$ cat src/include/ntt_defs.svh
// Shared defines for the NTT core head partition
// Operand width, modulus, transform size and stage count
// Pipeline latencies of the arithmetic blocks
// Key FIFO depth and batch id width

`ifndef NTT_DEFS_SVH
`define NTT_DEFS_SVH

// ----------------------------------------------------------
// Arithmetic
// ----------------------------------------------------------
// Coefficient width in bits
`define NTT_OP_W 13
// Prime modulus, 7681 = 15 * 2**9 + 1
`define NTT_MOD 7681

// ----------------------------------------------------------
// Transform shape
// ----------------------------------------------------------
`define NTT_N 8
// log2 of NTT_N
`define NTT_S 3

// ----------------------------------------------------------
// Latencies and sizes
// ----------------------------------------------------------
`define NTT_MULT_LAT 2
`define NTT_BFLY_LAT 3
`define NTT_PP_FIFO_DEPTH 4
`define NTT_ID_W 4

`endif

$ cat src/ntt_core_pkg.sv
// Type definitions of the NTT core head partition
// Coefficient, polynomial block, twiddle powers, batch id and raw product

`default_nettype none

`include "ntt_defs.svh"

package ntt_core_pkg;

  // One residue modulo NTT_MOD
  typedef logic [`NTT_OP_W-1:0] coef_t;

  // One polynomial block, index 0 in the low bits
  typedef coef_t [`NTT_N-1:0] block_t;

  // Omega to the powers 0 .. N/2-1
  // Quasi static, set once before traffic
  typedef coef_t [`NTT_N/2-1:0] twd_pow_t;

  // Batch identifier carried in the sideband
  typedef logic [`NTT_ID_W-1:0] batch_id_t;

  // Full product of two residues before reduction
  typedef logic [2*`NTT_OP_W-1:0] prod_t;

endpackage

`default_nettype wire

$ cat src/ntt_seq.sv
// Input sequencer of the NTT head
// Joins the data and control streams under valid/ready
// Registers the accepted beat in bit-reversed coefficient order
// One avail pulse per accepted beat

`timescale 1ns/1ns
`default_nettype none

`include "ntt_defs.svh"

module ntt_seq
  import ntt_core_pkg::*;
(
  input  wire       clk,
  input  wire       reset,
  // Data stream
  input  wire       block_t in_data,
  input  wire       in_data_vld,
  output logic      in_data_rdy,
  // Control stream
  input  wire       in_ctrl_vld,
  output logic      in_ctrl_rdy,
  input  wire       in_sob,
  input  wire       in_eob,
  input  wire       batch_id_t in_pbs_id,
  // Towards the first stage
  output block_t    seq_data,
  output logic      seq_avail,
  output logic      seq_sob,
  output logic      seq_eob,
  output batch_id_t seq_pbs_id
);

  logic   accept;
  block_t rev_data;

  // Index width of one block
  function automatic int bit_rev(input int idx);
    int res;
    res = 0;
    for (int i = 0; i < `NTT_S; i++) begin
      res = (res << 1) | ((idx >> i) & 1);
    end
    return res;
  endfunction

  // ----------------------------------------------------------
  // Joint acceptance
  // ----------------------------------------------------------
  // Downstream never stalls, so only the two valids matter
  assign accept      = in_data_vld & in_ctrl_vld;
  assign in_data_rdy = accept;
  assign in_ctrl_rdy = accept;

  // DIT butterflies want the input in bit-reversed order
  always_comb begin
    for (int k = 0; k < `NTT_N; k++) begin
      rev_data[k] = in_data[bit_rev(k)];
    end
  end

  // ----------------------------------------------------------
  // Output register
  // ----------------------------------------------------------
  always_ff @(posedge clk) begin
    if (reset) begin
      seq_avail <= 1'b0;
    end else begin
      seq_avail <= accept;
    end
  end

  always_ff @(posedge clk) begin
    if (accept) begin
      seq_data   <= rev_data;
      seq_sob    <= in_sob;
      seq_eob    <= in_eob;
      seq_pbs_id <= in_pbs_id;
    end
  end

endmodule

`default_nettype wire

$ cat config.mk
export PLATFORM = sky130hd
export DESIGN_NAME = ntt_seq
export DESIGN_NICKNAME = d
export VERILOG_FILES = /design/src/ntt_core_pkg.sv /design/src/ntt_seq.sv
export VERILOG_INCLUDE_DIRS = /design/src /design/src/include
export SDC_FILE = /design/constraint.sdc
export NUM_CORES = 1
export LEC_CHECK = 0
export ABC_CLOCK_PERIOD_IN_PS = 6400
export BUFFER_PORTS_ARGS = -buffer_cell sky130_fd_sc_hd__buf_2
export CORE_MARGIN = 3
export CORE_UTILIZATION = 41
export CTS_CLUSTER_SIZE = 40
export DETAILED_ROUTE_END_ITERATION = 12
export PLACE_DENSITY = 0.78
export SYNTH_ARGS = -nofsm -noshare
export SYNTH_HDL_FRONTEND = slang
export SYNTH_SLANG_ARGS = --single-unit
$ cat constraint.sdc
create_clock -name clk -period 6.4 [get_ports clk]
set_input_delay 1.28 -clock clk [delete_from_list [all_inputs] [get_ports clk]]
set_output_delay 1.28 -clock clk [all_outputs]
set_load 0.1 [all_outputs]
# Word level (Yosys, flattened, before mapping)
# Index checks and enable logic that the tools add are counted.
[totals] register_bits=111 in_bits=114 output_inout_bits=113 elab_cells=13
[classes] bitwise_logic=1
[op_table] op="bitwise AND 1 bit" count=1

# Logic depth before layout (Yosys ltp)
[depth] word_depth=1 depth_mapped=2

# Worst setup path after synthesis
# OpenSTA, ideal clock, no wires.
[synth_timing] kind="input to output" from="input port in_ctrl_vld" to="output port in_data_rdy" t_arrival_ns=5.174 t_required_ns=5.120 slack_ns=-0.054 path_stages=2 n_path_buf=1 cell_sequence="and2_1 buf_4"
[synth_between] elab_chain_len=1
[synth_lines] element="from (decl)" line="ntt_seq.sv:21" text="input wire in_ctrl_vld,"
[synth_lines] element="bitwise AND 1 bit" line="ntt_seq.sv:51" text="assign accept = in_data_vld & in_ctrl_vld;"
[synth_lines] element="to (decl)" line="ntt_seq.sv:19" text="output logic in_data_rdy,"
# No other way between the ends.

# Worst setup path in the final report
[layout_timing] from="input port in_data_vld" to="output port in_ctrl_rdy"
[layout_between] elab_chain_len=1
[layout_lines] element="from (decl)" line="ntt_seq.sv:18" text="input wire in_data_vld,"
[layout_lines] element="bitwise AND 1 bit" line="ntt_seq.sv:51"
[layout_lines] element="to (decl)" line="ntt_seq.sv:22" text="output logic in_ctrl_rdy,"
# No other way between the ends.

==> results.py <==
metrics = {
    "run_status": {
        "status": "completed",
    },
    "timing": {
        "fmax_ghz": 0.2802,
        "final_max_slew_viol_count": 0,
        "setup_violations": 0,
        "tightest_slew_ns": 0.9907,
        "fin_crit_sh_pct": 55.77,
        "hold_ws_ns": 1.093,
        "setup_tns_ns": 0,
        "rsz0062_at_grt": "false",
        "fin_crit_ns": 3.569,
        "hold_viol": 0,
        "maxSlewHeadroom_pct": 33.96,
    },
    "power": {
        "powerDensity_mw_per_mm2": 359.0,
        "peakVddDrop_uv": 147.6,
        "p_comb_share_pct": 25.7,
        "p_seq_share_pct": 50.0,
        "p_switching_mw": 0.6335,
        "finalPower_mw": 1.727,
        "swShare_pct": 36.68,
        "leakagePower_nw": 2.049,
        "internal_power_mw": 1.094,
        "pwr-share-clk_pct": 24.3,
    },
    "cells_and_area": {
        "stdcell_count": 458,
        "drive_above_1_share_pct": 68.54,
        "syn2layout_area_growth_pct": 43.83,
        "insertedDiodeCount": 0,
        "final_nets": 465,
        "stdcell_area_mm2": 0.004812,
    },
    "cts": {
        "numCtsBuffers": 9,
        "post-cts-setup-buffers": 0,
        "hold_buffers": 0,
        "cts_buffer_depth": 2,
        "ctsResizeCount": 0,
        "cts_root_buf": "clkbuf_8",
        "clk_pin_slew_ns": 0.11,
        "cts_tree": "built",
        "cts_num_sinks": 111,
        "htreeDepth": 3,
    },
    "place": {
        "gp_routability_congestion": 0.7321,
        "post-place-cells": 442,
        "port_buffers": 226,
        "dpl_cell_area_mm2": 0.004607,
        "dp_hpwl_um": 6683,
    },
    "flow_run": {
        "cap_violations": 0,
    },
    "setup_path": {
        "crit_path_start_kind": "input pin",
        "critPathMaxFanout": 31,
        "cp-end-kind": "output port",
        "crit_type": "input pin to output port",
        "cp_data_arrival_time_ns": 2.29,
        "worst_ep_required_time_ns": 5.12,
    },
    "floorplan": {
        "start_util_pct": 42.85,
        "rows": 32,
        "fp.coreArea_mm2": 0.007807,
        "die_h_um": 96.34,
        "die_w_um": 96.34,
        "dieArea_mm2": 0.009280,
        "ios": 227,
    },
    "global_route": {
        "grt_max_degree": 83,
        "grt_use_total_pct": 17.09,
        "grt_pass1_wl_um": 11050,
        "use_met1_pct": 15.38,
        "use_met3_pct": 7.115,
        "grt-ovfl-total": 0,
        "first_global_vias": 2000,
        "grt_busiest_layer": "met2",
        "gr-usage-met2_pct": 32.78,
        "antenna_found_initial": 0,
    },
    "logic_synthesis": {
        "syn_area_per_cell_um2": 29.35,
        "netlist_instances": 114,
        "yosys_warnings": 0,
        "syn-num-nets": 228,
        "yosys_register_bits": 111,
        "syn-cell-area_mm2": 0.003346,
        "synth_cell_type_count": 5,
        "ys_seq_area_share_pct": 99.33,
    },
    "route": {
        "drt_iter0_drc": 97,
        "num_vias": 2049,
        "wl_per_cell_um": 18.69,
        "final_antenna_net_count": 0,
        "drc": 0,
        "vias_per_cell": 4.474,
        "drtPass1Iterations": 4,
        "wirelength_um": 8561,
    },
    "min_path": {
        "holdPathStages": 1,
        "min-delay-start": "in_data[10]",
        "min_to": "seq_data[10]$_DFFE_PP_",
        "hp-class": "input pin to register",
    },
}
==> power groups by stage <==
| stage | Combinational (mW) | Clock [mW] | Sequential, mW |
|---|---|---|---|
| 2_1_floorplan | 0.0155 | 0 | 1.23 |
| 3_3_place_gp | 0.441 | 0 | 0.878 |
| 3_5_place_dp | 0.445 | 0 | 0.881 |
| 4_1_cts | 0.446 | 0.432 | 0.865 |
| 5_1_grt | 0.453 | 0.462 | 0.869 |
| 6_report | 0.443 | 0.420 | 0.864 |
==> kinds of logic after synthesis <==
logic type | count (synthesis) | synth area share [%]
flops | 111 | 99.33
simple gates | 2 | 0.4489
buf+inv | 1 | 0.2245
==> worst max-delay path, stage by stage <==
cell	delay, ns
buf_2	0.09
and2_4	0.40
buf_2	0.51
==> registers in the layout, indices dropped and copies added (netlist names) <==
signal	flops
seq_sob	1
seq_eob	1
seq_data	104
seq_pbs_id	4
seq_avail	1
==> synthesized netlist by cell type <==
cell      number  area [um^2]
buf_4          1        7.510
and3b_1        1        8.760
edfxtp_1     110         3303
and2_1         1        6.260
dfxtp_1        1        20.02
==> worst max-delay path by stage <==
stage	start	end	cells past startpoint
after CTS	in_data_vld	in_data_rdy	3
after global routing	in_data_vld	in_ctrl_rdy	3
final	in_data_vld	in_ctrl_rdy	3
after detailed placement	in_data_vld	in_data_rdy	3
after floorplan	in_data_vld	in_data_rdy	2
after global placement	in_data_vld	in_ctrl_rdy	3
==> stage by stage <==
stage	util [%]	setup WS [ns]
floorplan	-	1.565
global placement	59.01	2.848
detailed placement	59.01	2.822
CTS	61.63	2.818
global route	61.63	2.771
finish	61.63	2.831
==> routing by layer <==
| layer | routed length (um) | vias up |
|---|---|---|
| met5 | 0 | - |
| met1 | 2555 | 990 |
| met2 | 4853 | 117 |
| met4 | 162 | 0 |
| li1 | - | 930 |
| met3 | 990 | 12 |
==> cell type report <==
cell class	instances	area (um^2)
well taps	102	127.6
clock buffers	9	123.9
fillers	620	2995
repair buffers	227	1139
multi-input cells	2	17.52
clock inverters	7	81.33
flip-flops and latches	111	3323
==> layout by cell type, fill, tap and decap left out, drive strengths merged <==
cell type  netlist  layout
buf              1     227
edfxtp         110     110
clkbuf           0       9
inv              0       2
clkinvlp         0       2
clkinv           0       2
and2             1       1
and3b            1       1
bufinv           0       1
dfxtp            1       1
(Power assumes the default switching activity.)
